## config.mk

```make
export PLATFORM = sky130hd
export DESIGN_NAME = host_send_engine
export DESIGN_NICKNAME = d
export VERILOG_FILES = /design/src/host_cfg_pkg.sv /design/src/host_msg_pkg.sv /design/src/payload_fifo.sv /design/src/send_regs.sv /design/src/page_segmenter.sv /design/src/rr_arbiter.sv /design/src/host_send_engine.sv
export SDC_FILE = /design/constraint.sdc
export NUM_CORES = 2
export LEC_CHECK = 0
export CAP_MARGIN = 30
export CELL_PAD_IN_SITES_DETAIL_PLACEMENT = 1
export CELL_PAD_IN_SITES_GLOBAL_PLACEMENT = 1
export CORE_ASPECT_RATIO = 1.4
export CORE_MARGIN = 10
export CORE_UTILIZATION = 60
export CTS_CLUSTER_SIZE = 16
export DETAILED_ROUTE_END_ITERATION = 10
export DONT_BUFFER_PORTS = 1
export MAX_ROUTING_LAYER = met4
export PLACE_DENSITY = 0.95
export SLEW_MARGIN = 20
export SYNTH_ARGS = -nofsm -noshare
export SYNTH_HDL_FRONTEND = slang
export SYNTH_SLANG_ARGS = --single-unit
```

## constraint.sdc

```tcl
create_clock -name clk -period 17.1 [get_ports clk]
set_input_delay 0.855 -clock clk [delete_from_list [all_inputs] [get_ports clk]]
set_output_delay 0.855 -clock clk [all_outputs]
set_load 0.01 [all_outputs]
```

## src/host_cfg_pkg.sv

```systemverilog
// Send engine sizes, register offsets and limits
package host_cfg_pkg;

	// Applications
	localparam int num_apps = 4;
	localparam int app_w = 2;

	// Pages and beats
	localparam int page_beats = 64;
	localparam int beat_bytes = 64;
	localparam int page_ld = $clog2(page_beats);
	localparam int byte_ld = $clog2(beat_bytes);
	localparam int idx_w = 15;
	// Low address bits covered by one application's send region
	localparam int region_ld = idx_w + byte_ld;

	// Bus widths
	localparam int addr_w = 49;
	localparam int data_w = 64;
	localparam int reg_addr_w = 32;
	localparam int cred_w = 16;

	// Throttling and queue depths
	localparam int send_limit_ld = 4;
	localparam int send_limit = 1 << send_limit_ld;
	localparam int cmd_depth_ld = 5;
	localparam int burst_depth_ld = 1;

	// Register offsets
	localparam logic [reg_addr_w-1:0] reg_send_base = 'h00;
	localparam logic [reg_addr_w-1:0] reg_send_cmd = 'h08;

endpackage

```

## src/host_msg_pkg.sv

```systemverilog
// Register request and response structs
// Send command and read burst structs
package host_msg_pkg;
	import host_cfg_pkg::*;

	// One register access, no back-pressure
	typedef struct packed {
		logic valid;
		logic write;
		logic [app_w-1:0] app;
		logic [reg_addr_w-1:0] addr;
		logic [data_w-1:0] data;
	} reg_req_t;

	typedef struct packed {
		logic valid;
		logic [data_w-1:0] data;
	} reg_resp_t;

	// Length is in beats minus one
	typedef struct packed {
		logic [idx_w-1:0] len;
		logic last;
	} send_cmd_t;

	// Page-bounded read burst, length in beats minus one
	typedef struct packed {
		logic [app_w-1:0] app;
		logic [addr_w-1:0] addr;
		logic [page_ld-1:0] len;
		logic last;
	} burst_t;

endpackage

```

## src/payload_fifo.sv

```systemverilog
// Synchronous FIFO for any packed payload type
module payload_fifo #(
	parameter type payload_t = logic,
	parameter int depth_ld = 1
) (
	input clk,
	input rst,

	input payload_t in,
	input in_valid,
	output logic in_ready,

	output payload_t out,
	output logic out_valid,
	input out_ready
);

localparam int depth = 1 << depth_ld;

payload_t mem [depth];
logic [depth_ld-1:0] wr_ptr;
logic [depth_ld-1:0] rd_ptr;
logic [depth_ld:0] count;

wire push = in_valid && in_ready;
wire pop = out_valid && out_ready;

assign in_ready = count != (depth_ld+1)'(depth);
assign out_valid = count != '0;
assign out = mem[rd_ptr];

always_ff @(posedge clk) begin
	if (push) mem[wr_ptr] <= in;
end

always_ff @(posedge clk) begin
	if (rst) begin
		wr_ptr <= '0;
		rd_ptr <= '0;
		count <= '0;
	end else begin
		if (push) wr_ptr <= wr_ptr + 1'b1;
		if (pop) rd_ptr <= rd_ptr + 1'b1;
		count <= count + (depth_ld+1)'(push) - (depth_ld+1)'(pop);
	end
end

endmodule

```

## src/send_regs.sv

```systemverilog
// Per-application send registers
// Base address, command push and completed-command credits
module send_regs
	import host_cfg_pkg::*, host_msg_pkg::*;
(
	input clk,
	input rst,

	input reg_req_t reg_req,
	output reg_resp_t reg_resp,

	output send_cmd_t [num_apps-1:0] cmd,
	output logic [num_apps-1:0] cmd_valid,
	output logic [num_apps-1:0][addr_w-1:0] send_base,
	output logic [num_apps-1:0] stream_rst,
	input [num_apps-1:0] cmd_done
);

logic [cred_w-1:0] credits [num_apps];
logic [num_apps-1:0] use_creds;

wire reg_wr = reg_req.valid && reg_req.write;
wire reg_rd = reg_req.valid && !reg_req.write;

// Decode
always_comb begin
	for (int i = 0; i < num_apps; i++) begin
		cmd[i].len = reg_req.data[idx_w:1];
		cmd[i].last = reg_req.data[0];

		stream_rst[i] = reg_wr && (reg_req.app == app_w'(i)) && (reg_req.addr == reg_send_base);
		cmd_valid[i] = reg_wr && (reg_req.app == app_w'(i)) && (reg_req.addr == reg_send_cmd);
		use_creds[i] = reg_rd && (reg_req.app == app_w'(i)) && (reg_req.addr == reg_send_cmd);
	end
end

always_ff @(posedge clk) begin
	if (reg_wr && (reg_req.addr == reg_send_base)) begin
		send_base[reg_req.app] <= reg_req.data[addr_w-1:0];
	end
end

// Credits, read clears
always_ff @(posedge clk) begin
	for (int i = 0; i < num_apps; i++) begin
		credits[i] <= (use_creds[i] ? '0 : credits[i]) + cred_w'(cmd_done[i]);

		if (stream_rst[i]) credits[i] <= '0;

		if (rst) credits[i] <= '0;
	end
end

// Read response one cycle after the request
always_ff @(posedge clk) begin
	if (rst) begin
		reg_resp <= '0;
	end else begin
		reg_resp.valid <= reg_rd;
		reg_resp.data <= '0;
		if (reg_rd) begin
			case (reg_req.addr)
				reg_send_base: reg_resp.data <= data_w'(send_base[reg_req.app]);
				reg_send_cmd: reg_resp.data <= data_w'(credits[reg_req.app]);
				default: reg_resp.data <= '0;
			endcase
		end
	end
end

endmodule

```

## src/page_segmenter.sv

```systemverilog
// Splits one application's send commands into page-bounded read bursts
// Outstanding-burst limit per application
module page_segmenter
	import host_cfg_pkg::*, host_msg_pkg::*;
#(
	parameter int app_id = 0
) (
	input clk,
	input rst,

	input send_cmd_t cmd,
	input cmd_valid,
	output logic cmd_ready,

	input [addr_w-1:0] send_base,
	input stream_rst,
	input done,

	output burst_t burst,
	output logic burst_valid,
	input burst_ready,

	output logic cmd_done
);

logic [idx_w-1:0] idx;
logic [idx_w-1:0] len_done;
logic [send_limit_ld:0] limit;

logic [idx_w-1:0] len_left;
logic [page_ld-1:0] page_len;
logic [page_ld-1:0] len;
logic fin;
logic fire;

// Both lengths are in beats minus one
assign len_left = cmd.len - len_done;
assign page_len = page_ld'(page_beats - 1) - idx[page_ld-1:0];
assign fin = len_left <= idx_w'(page_len);
assign len = fin ? len_left[page_ld-1:0] : page_len;

assign burst_valid = cmd_valid && (limit != '0);
assign fire = burst_valid && burst_ready;

assign burst.app = app_w'(app_id);
assign burst.addr = {send_base[addr_w-1:region_ld], idx, byte_ld'(0)};
assign burst.len = len;
assign burst.last = fin && cmd.last;

// Pop the command with its final burst
assign cmd_ready = fire && fin;
assign cmd_done = fire && fin;

always_ff @(posedge clk) begin
	if (fire) begin
		idx <= idx + idx_w'(len) + idx_w'(1);
		len_done <= fin ? '0 : (len_done + idx_w'(len) + idx_w'(1));
	end

	limit <= limit + (send_limit_ld+1)'(done) - (send_limit_ld+1)'(fire);

	if (stream_rst || rst) begin
		idx <= '0;
		len_done <= '0;
		limit <= (send_limit_ld+1)'(send_limit);
	end
end

endmodule

```

## src/rr_arbiter.sv

```systemverilog
// Round-robin arbiter from per-application burst queues to the read-request port
module rr_arbiter
	import host_cfg_pkg::*, host_msg_pkg::*;
(
	input clk,
	input rst,

	input burst_t [num_apps-1:0] heads,
	input [num_apps-1:0] head_valid,
	output logic [num_apps-1:0] head_ready,

	output burst_t rd_req,
	output logic rd_req_valid,
	input rd_req_ready
);

logic [app_w-1:0] prio;
logic [app_w-1:0] pick;
logic [app_w-1:0] sel;
logic locked;
logic [app_w-1:0] lock_sel;

wire xfer = rd_req_valid && rd_req_ready;

// First valid app at or after the pointer
always_comb begin
	logic [app_w-1:0] idx;
	logic found;

	pick = prio;
	found = 1'b0;
	for (int i = 0; i < num_apps; i++) begin
		idx = prio + app_w'(i);
		if (!found && head_valid[idx]) begin
			pick = idx;
			found = 1'b1;
		end
	end
end

// A stalled grant stays put until it transfers
assign sel = locked ? lock_sel : pick;

assign rd_req = heads[sel];
assign rd_req_valid = |head_valid;

always_comb begin
	head_ready = '0;
	head_ready[sel] = xfer;
end

always_ff @(posedge clk) begin
	lock_sel <= sel;

	if (rst) begin
		prio <= '0;
		locked <= 1'b0;
	end else begin
		locked <= rd_req_valid && !rd_req_ready;
		if (xfer) prio <= sel + 1'b1;
	end
end

endmodule

```

## src/host_send_engine.sv

```systemverilog
// Host send engine top level
// Register file, command and burst queues, segmenters, arbiter
module host_send_engine
	import host_cfg_pkg::*, host_msg_pkg::*;
(
	input clk,
	input rst,

	input reg_req_t reg_req,
	output reg_resp_t reg_resp,

	output burst_t rd_req,
	output logic rd_req_valid,
	input rd_req_ready,
	input [num_apps-1:0] rd_done
);

send_cmd_t [num_apps-1:0] push_cmd;
logic [num_apps-1:0] push_valid;
logic [num_apps-1:0][addr_w-1:0] send_base;
logic [num_apps-1:0] stream_rst;
logic [num_apps-1:0] cmd_done;

send_cmd_t [num_apps-1:0] q_cmd;
logic [num_apps-1:0] q_cmd_valid;
logic [num_apps-1:0] q_cmd_ready;

burst_t [num_apps-1:0] seg_burst;
logic [num_apps-1:0] seg_valid;
logic [num_apps-1:0] seg_ready;

burst_t [num_apps-1:0] heads;
logic [num_apps-1:0] head_valid;
logic [num_apps-1:0] head_ready;

send_regs regs (
	.clk(clk),
	.rst(rst),
	.reg_req(reg_req),
	.reg_resp(reg_resp),
	.cmd(push_cmd),
	.cmd_valid(push_valid),
	.send_base(send_base),
	.stream_rst(stream_rst),
	.cmd_done(cmd_done)
);

for (genvar i = 0; i < num_apps; i++) begin : app
	// Pushes into a full command queue are dropped
	payload_fifo #(
		.payload_t(send_cmd_t),
		.depth_ld(cmd_depth_ld)
	) cmd_fifo (
		.clk(clk),
		.rst(rst),
		.in(push_cmd[i]),
		.in_valid(push_valid[i]),
		.in_ready(),
		.out(q_cmd[i]),
		.out_valid(q_cmd_valid[i]),
		.out_ready(q_cmd_ready[i])
	);

	page_segmenter #(
		.app_id(i)
	) seg (
		.clk(clk),
		.rst(rst),
		.cmd(q_cmd[i]),
		.cmd_valid(q_cmd_valid[i]),
		.cmd_ready(q_cmd_ready[i]),
		.send_base(send_base[i]),
		.stream_rst(stream_rst[i]),
		.done(rd_done[i]),
		.burst(seg_burst[i]),
		.burst_valid(seg_valid[i]),
		.burst_ready(seg_ready[i]),
		.cmd_done(cmd_done[i])
	);

	payload_fifo #(
		.payload_t(burst_t),
		.depth_ld(burst_depth_ld)
	) burst_fifo (
		.clk(clk),
		.rst(rst),
		.in(seg_burst[i]),
		.in_valid(seg_valid[i]),
		.in_ready(seg_ready[i]),
		.out(heads[i]),
		.out_valid(head_valid[i]),
		.out_ready(head_ready[i])
	);
end

rr_arbiter arb (
	.clk(clk),
	.rst(rst),
	.heads(heads),
	.head_valid(head_valid),
	.head_ready(head_ready),
	.rd_req(rd_req),
	.rd_req_valid(rd_req_valid),
	.rd_req_ready(rd_req_ready)
);

endmodule

```

==> metrics.yaml, run 1 <==
clock_network:
  cts_setup_buffers: 0
  numClockSinks: 3007
  htreeDepth: 5
  clockBufferDepth: 4
  cts_buffers: 276
  root_buffer: "clkbuf_16"
  hold_buffers: 0
  cts_resized: 0
global_route:
  grtUsageTotal_pct: 66.6
  overflow: 260
  antenna_found_initial: 59
  grt_max_degree: 133
place:
  portBuffers: 0
  globalplace.congestion: 0.849
  hpwl_um: 219000
  placed_cells: 9426
yosys:
  synthArstFlopShare_pct: 0
  yosysWarningCount: 0
  avgSynthCellArea_um2: 17.8
  synth_edf_count: 2644
  syn_inst: 6885
  syn_area_mm2: 0.123
  ys_seq_elements: 3007
  ys_seq_area_share_pct: 70.7
  synth_flop_cell: "edfxtp_1"
  yosysUniqueCellTypes: 75
die:
  rows: 196
  start_util_pct: 60.2
  boundaryPins: 231
  die_h_um: 555
  die_w_um: 402
status:
  lastStage: "global routing"
  first-error: "[ERROR GRT-0232] Routing congestion too high. Check the congestion heatmap in the GUI."
  outcome: "did not finish"
-- synth_stat cells (13+ instances only) --
library cell | n | share of area, %
or3_1 | 35 | 0.18
fa_1 | 20 | 0.33
nor3_1 | 38 | 0.16
mux4_2 | 696 | 13
o21ai_0 | 173 | 0.71
edfxtp_1 | 2644 | 65
a21boi_0 | 13 | 0.080
o31ai_1 | 14 | 0.086
nand2_1 | 252 | 0.77
nor2b_1 | 74 | 0.38
a211oi_1 | 20 | 0.12
xor2_1 | 91 | 0.65
nand3_1 | 103 | 0.42
nor2_1 | 524 | 1.6
or4_1 | 16 | 0.098
nand2b_1 | 23 | 0.12
nor4_1 | 20 | 0.10
clkbuf_1 | 218 | 0.67
inv_1 | 221 | 0.68
a21oi_1 | 176 | 0.72
mux2_2 | 162 | 1.5
xnor2_1 | 128 | 0.91
and2_1 | 32 | 0.16
ha_1 | 232 | 2.4
or2_2 | 14 | 0.071
and3_1 | 26 | 0.13
a21o_1 | 40 | 0.25
buf_4 | 22 | 0.13
nand3b_1 | 13 | 0.080
o211ai_1 | 58 | 0.36
dfxtp_1 | 363 | 5.9
mux2i_1 | 151 | 1.2
buf_1 | 88 | 0.27
nand4_1 | 27 | 0.14
-- through the flow --
| stage | setup slack (ns) | hold slack (ns) | cell area (um2) |
|---|---|---|---|
| after CTS | 5.83 | 0.0448 | 136000 |
| after detailed placement | 6.45 | 0.460 | 126000 |
| after global placement | 7.35 | 0.442 | 126000 |
| after floorplan | 9.20 | 0.439 | 123000 |
-- routing by layer --
metal / global-route usage (%) / overflow
met1: 65.0 / 5
met2: 80.1 / 112
met3: 55.7 / 35
met4: 59.2 / 108
met5: - / -
-- cells by family after synthesis --
| group | Yosys count | synth area share, % |
|---|---|---|
| XOR/XNOR | 219 | 1.57 |
| adder cells (fa/ha/maj) | 252 | 2.70 |
| other | 1 | 0.00306 |
| buffers and inverters | 555 | 1.77 |
| AND/OR/NAND/NOR | 1234 | 4.67 |
| flip-flops | 3007 | 70.7 |
| AO/OA/AOI/OAI | 608 | 3.06 |
| multiplexers | 1009 | 15.5 |
==> run 2: changes to the inputs <==
--- a/config.mk
+++ b/config.mk
@@ -6,16 +6,11 @@
 export NUM_CORES = 2
 export LEC_CHECK = 0
 export CAP_MARGIN = 30
-export CELL_PAD_IN_SITES_DETAIL_PLACEMENT = 1
-export CELL_PAD_IN_SITES_GLOBAL_PLACEMENT = 1
-export CORE_ASPECT_RATIO = 1.4
 export CORE_MARGIN = 10
-export CORE_UTILIZATION = 60
-export CTS_CLUSTER_SIZE = 16
+export CORE_UTILIZATION = 40
 export DETAILED_ROUTE_END_ITERATION = 10
 export DONT_BUFFER_PORTS = 1
-export MAX_ROUTING_LAYER = met4
-export PLACE_DENSITY = 0.95
+export PLACE_DENSITY_LB_ADDON = 0.15
 export SLEW_MARGIN = 20
 export SYNTH_ARGS = -nofsm -noshare
 export SYNTH_HDL_FRONTEND = slang
==> run 2 against run 1 <==
Effect of this change: the run now ends clean; synthesized cell count unchanged; synthesized area unchanged.
==> metrics.yaml, run 2 <==
timing:
  finClkSkew_ns: 0.0569
  fmax_mhz: 99.7
  rsz0062_at_grt: "false"
  drv_slew: 0
  finalCriticalPeriod_ns: 10.03
  slew_headroom_pct: 23.4
  hold-worst-slack_ns: 0.0516
  period_share_pct: 58.6
  worstMarginPinSlew_ns: 1.14
  setup_slack_ns: 7.07
  fin_tns_setup_ns: 0
  hold_violations: 0
  setup_viol: 0
final_layout:
  nFillCells: 26116
  reg_top3: "app.cmd_fifo.mem (2048), app.burst_fifo.mem (400), regs.send_base (196)"
  final_cell_area_mm2: 0.139
  drive_gt1_share_pct: 21.8
  top_register: "app.cmd_fifo.mem"
  final_common_cell: "edfxtp_1"
  regArea_mm2: 0.0867
  largest_reg_flops: 2048
  multi_input_area_mm2: 0.0339
  num-nets-final: 7539
  final_cell_mix: "edfxtp_1 (2644), mux4_2 (696), nor2_1 (513), dfxtp_1 (343), clkbuf_16 (331)"
  area_growth_syn_to_layout_pct: 13.8
  final_util_pct: 45.7
worst_hold_path:
  worstHoldStart: "reg_req[15]"
  hp-class: "in -> reg"
worst_setup_path:
  slowest_stage: "dfxtp_4"
  cp_data_arrival_time_ns: 10.77
  crit_fanout: 35
  startpoint_type: "flip-flop"
  cp-end-kind: "flip-flop"
  path_class: "reg -> reg"
  crit_required_ns: 17.85
  cpPeakStageDelay_ns: 0.81
place:
  dpl_worst_slack_ns: 6.96
  globalplace.congestion: 0.769
  portBuffers: 0
  placed_area_mm2: 0.128
  hpwl_um: 174000
detailed_routing:
  ant_nets: 0
  drt-initial-drc-count: 5677
  drc: 0
  vias_per_cell: 5.43
  routed-via-count: 62806
  post_drt_wl_per_cell_um: 26.2
  routed_wl_um: 303000
  first_pass_iters: 5
flow_run:
  maxCapViolations: 0
power_and_ir_drop:
  vdd.ir_drop.worst_uv: 80.2
  leakagePower_uw: 0.0437
  power.density_mw_per_mm2: 112
  p_int_uw: 12200
  netSwitchingFraction_pct: 21.9
  p_clk_share_pct: 44.5
  combPwrFrac_pct: 4.1
  power_frac_seq_pct: 51.4
  p_switching_uw: 3410
yosys:
  synth_edf_count: 2644
  synth_commonest_cells: "edfxtp_1 (2644), mux4_2 (696), nor2_1 (524)"
  ys_seq_area_share_pct: 70.7
  synthArstFlopShare_pct: 0
  synthTopCellsByArea: "edfxtp_1 (65%), mux4_2 (13%), dfxtp_1 (5.9%)"
  yosysUniqueCellTypes: 75
  synth.most_common_cell: "edfxtp_1"
  syn_area_mm2: 0.123
  syn_inst: 6885
  synth_flop_cell: "edfxtp_1"
  yosysTopAreaCellShare_pct: 64.8
  avgSynthCellArea_um2: 17.8
  ys_seq_elements: 3007
  yosysWarningCount: 0
  yosysTopAreaCell: "edfxtp_1"
global_route:
  grt_pass1_wl_um: 444000
  grt_max_degree: 133
  overflow: 0
  grt_pass1_vias: 63988
  antenna_found_initial: 20
  grtUsageTotal_pct: 17.9
  use_met1_pct: 25.7
  grtUsageMet2_pct: 28.8
  grtUsageMet3_pct: 2.70
  grt-busiest-layer: "met2"
die:
  die_w_um: 573
  dieArea_mm2: 0.329
  die_h_um: 573
  boundaryPins: 231
  core-area_mm2: 0.305
  rows: 203
  start_util_pct: 40.1
clock_network:
  cts_tree: "built"
  path_clk_slew_ns: 0.06
  clockBufferDepth: 4
  htreeDepth: 5
  root_buffer: "clkbuf_16"
  cts_buffers: 327
  cts_resized: 0
  clk_latency_ns: 0.92
  numClockSinks: 3007
status:
  outcome: "finished, final reports clean"
[run 2: cell counts after synthesis]
No cell type changed its count.
[run 2: timing repair]
item                                    in CTS  in global routing
endpoints found under the hold margin      208                  2
endpoints found under the setup margin       0                  0
hold buffers                                44                  1
setup buffers                                0                  0
[run 2: logic make-up after synthesis]
| logic type | after synthesis | synth area share (%) |
|---|---|---|
| compound gates | 608 | 3.06 |
| xor+xnor | 219 | 1.57 |
| fa+ha+maj | 252 | 2.70 |
| mux | 1009 | 15.5 |
| other cells | 1 | 0.00306 |
| simple gates | 1234 | 4.67 |
| buf+inv | 555 | 1.77 |
| flops | 3007 | 70.7 |
[run 2: stage by stage]
| stage | power (uW) | cells |
|---|---|---|
| 4_1_cts | 15700 | 11548 |
| 3_3_place_gp | 8760 | 10887 |
| 5_1_grt | 16100 | 11556 |
| 2_1_floorplan | 8520 | 6905 |
| 3_5_place_dp | 8770 | 10900 |
| 6_report | 15600 | 11570 |
[run 2: final timing paths]
| path | cells after the start | endpoint | slack (ns) |
|---|---|---|---|
| max reg2reg | 31 | app[1].seg.idx[11] | 7.07 |
| min | 0 | app[3].cmd_fifo.mem[7][15] | 0.05 |
| max | 31 | app[1].seg.idx[11] | 7.07 |
| min reg2reg | 0 | app[0].burst_fifo.mem[1][35] | 0.45 |
[run 2: power by group through the flow]
stage	Clock (uW)	Combinational, uW	Sequential [uW]
global route	7400	686	8000
floorplan	0	367	8150
finish	6930	639	8000
global placement	0	600	8160
detailed placement	0	614	8160
CTS	7110	634	8000
[run 2: layout make-up]
class | count | area share, %
Clock buffer | 449 | 6.42
Clock inverter | 155 | 1.14
Antenna cell | 15 | 0.0269
Timing Repair Buffer | 276 | 1.61
Tap cell | 4100 | 3.68
Inverter | 225 | 0.606
Sequential cell | 3007 | 62.2
Multi-Input combinational cell | 3343 | 24.3
[run 2: metal layers]
layer / part of all wire, % / wire length [um]
met1: 44 / 134000
met2: 47 / 143000
met3: 5.9 / 17800
met4: 2.5 / 7640
met5: 0 / 0
[run 2: worst max-delay path: cells and delay by family, from the launching register on]
kind / cells / cell delay (ns)
AO/OA/AOI/OAI: 10 / 3.02
XOR/XNOR: 2 / 0.43
adder cells (fa/ha/maj): 4 / 1.17
buffers and inverters: 3 / 1.57
flip-flops: 1 / 0.81
multiplexers: 3 / 1.61
AND/OR/NAND/NOR: 9 / 1.13
Power figures use the tool's default switching activity.
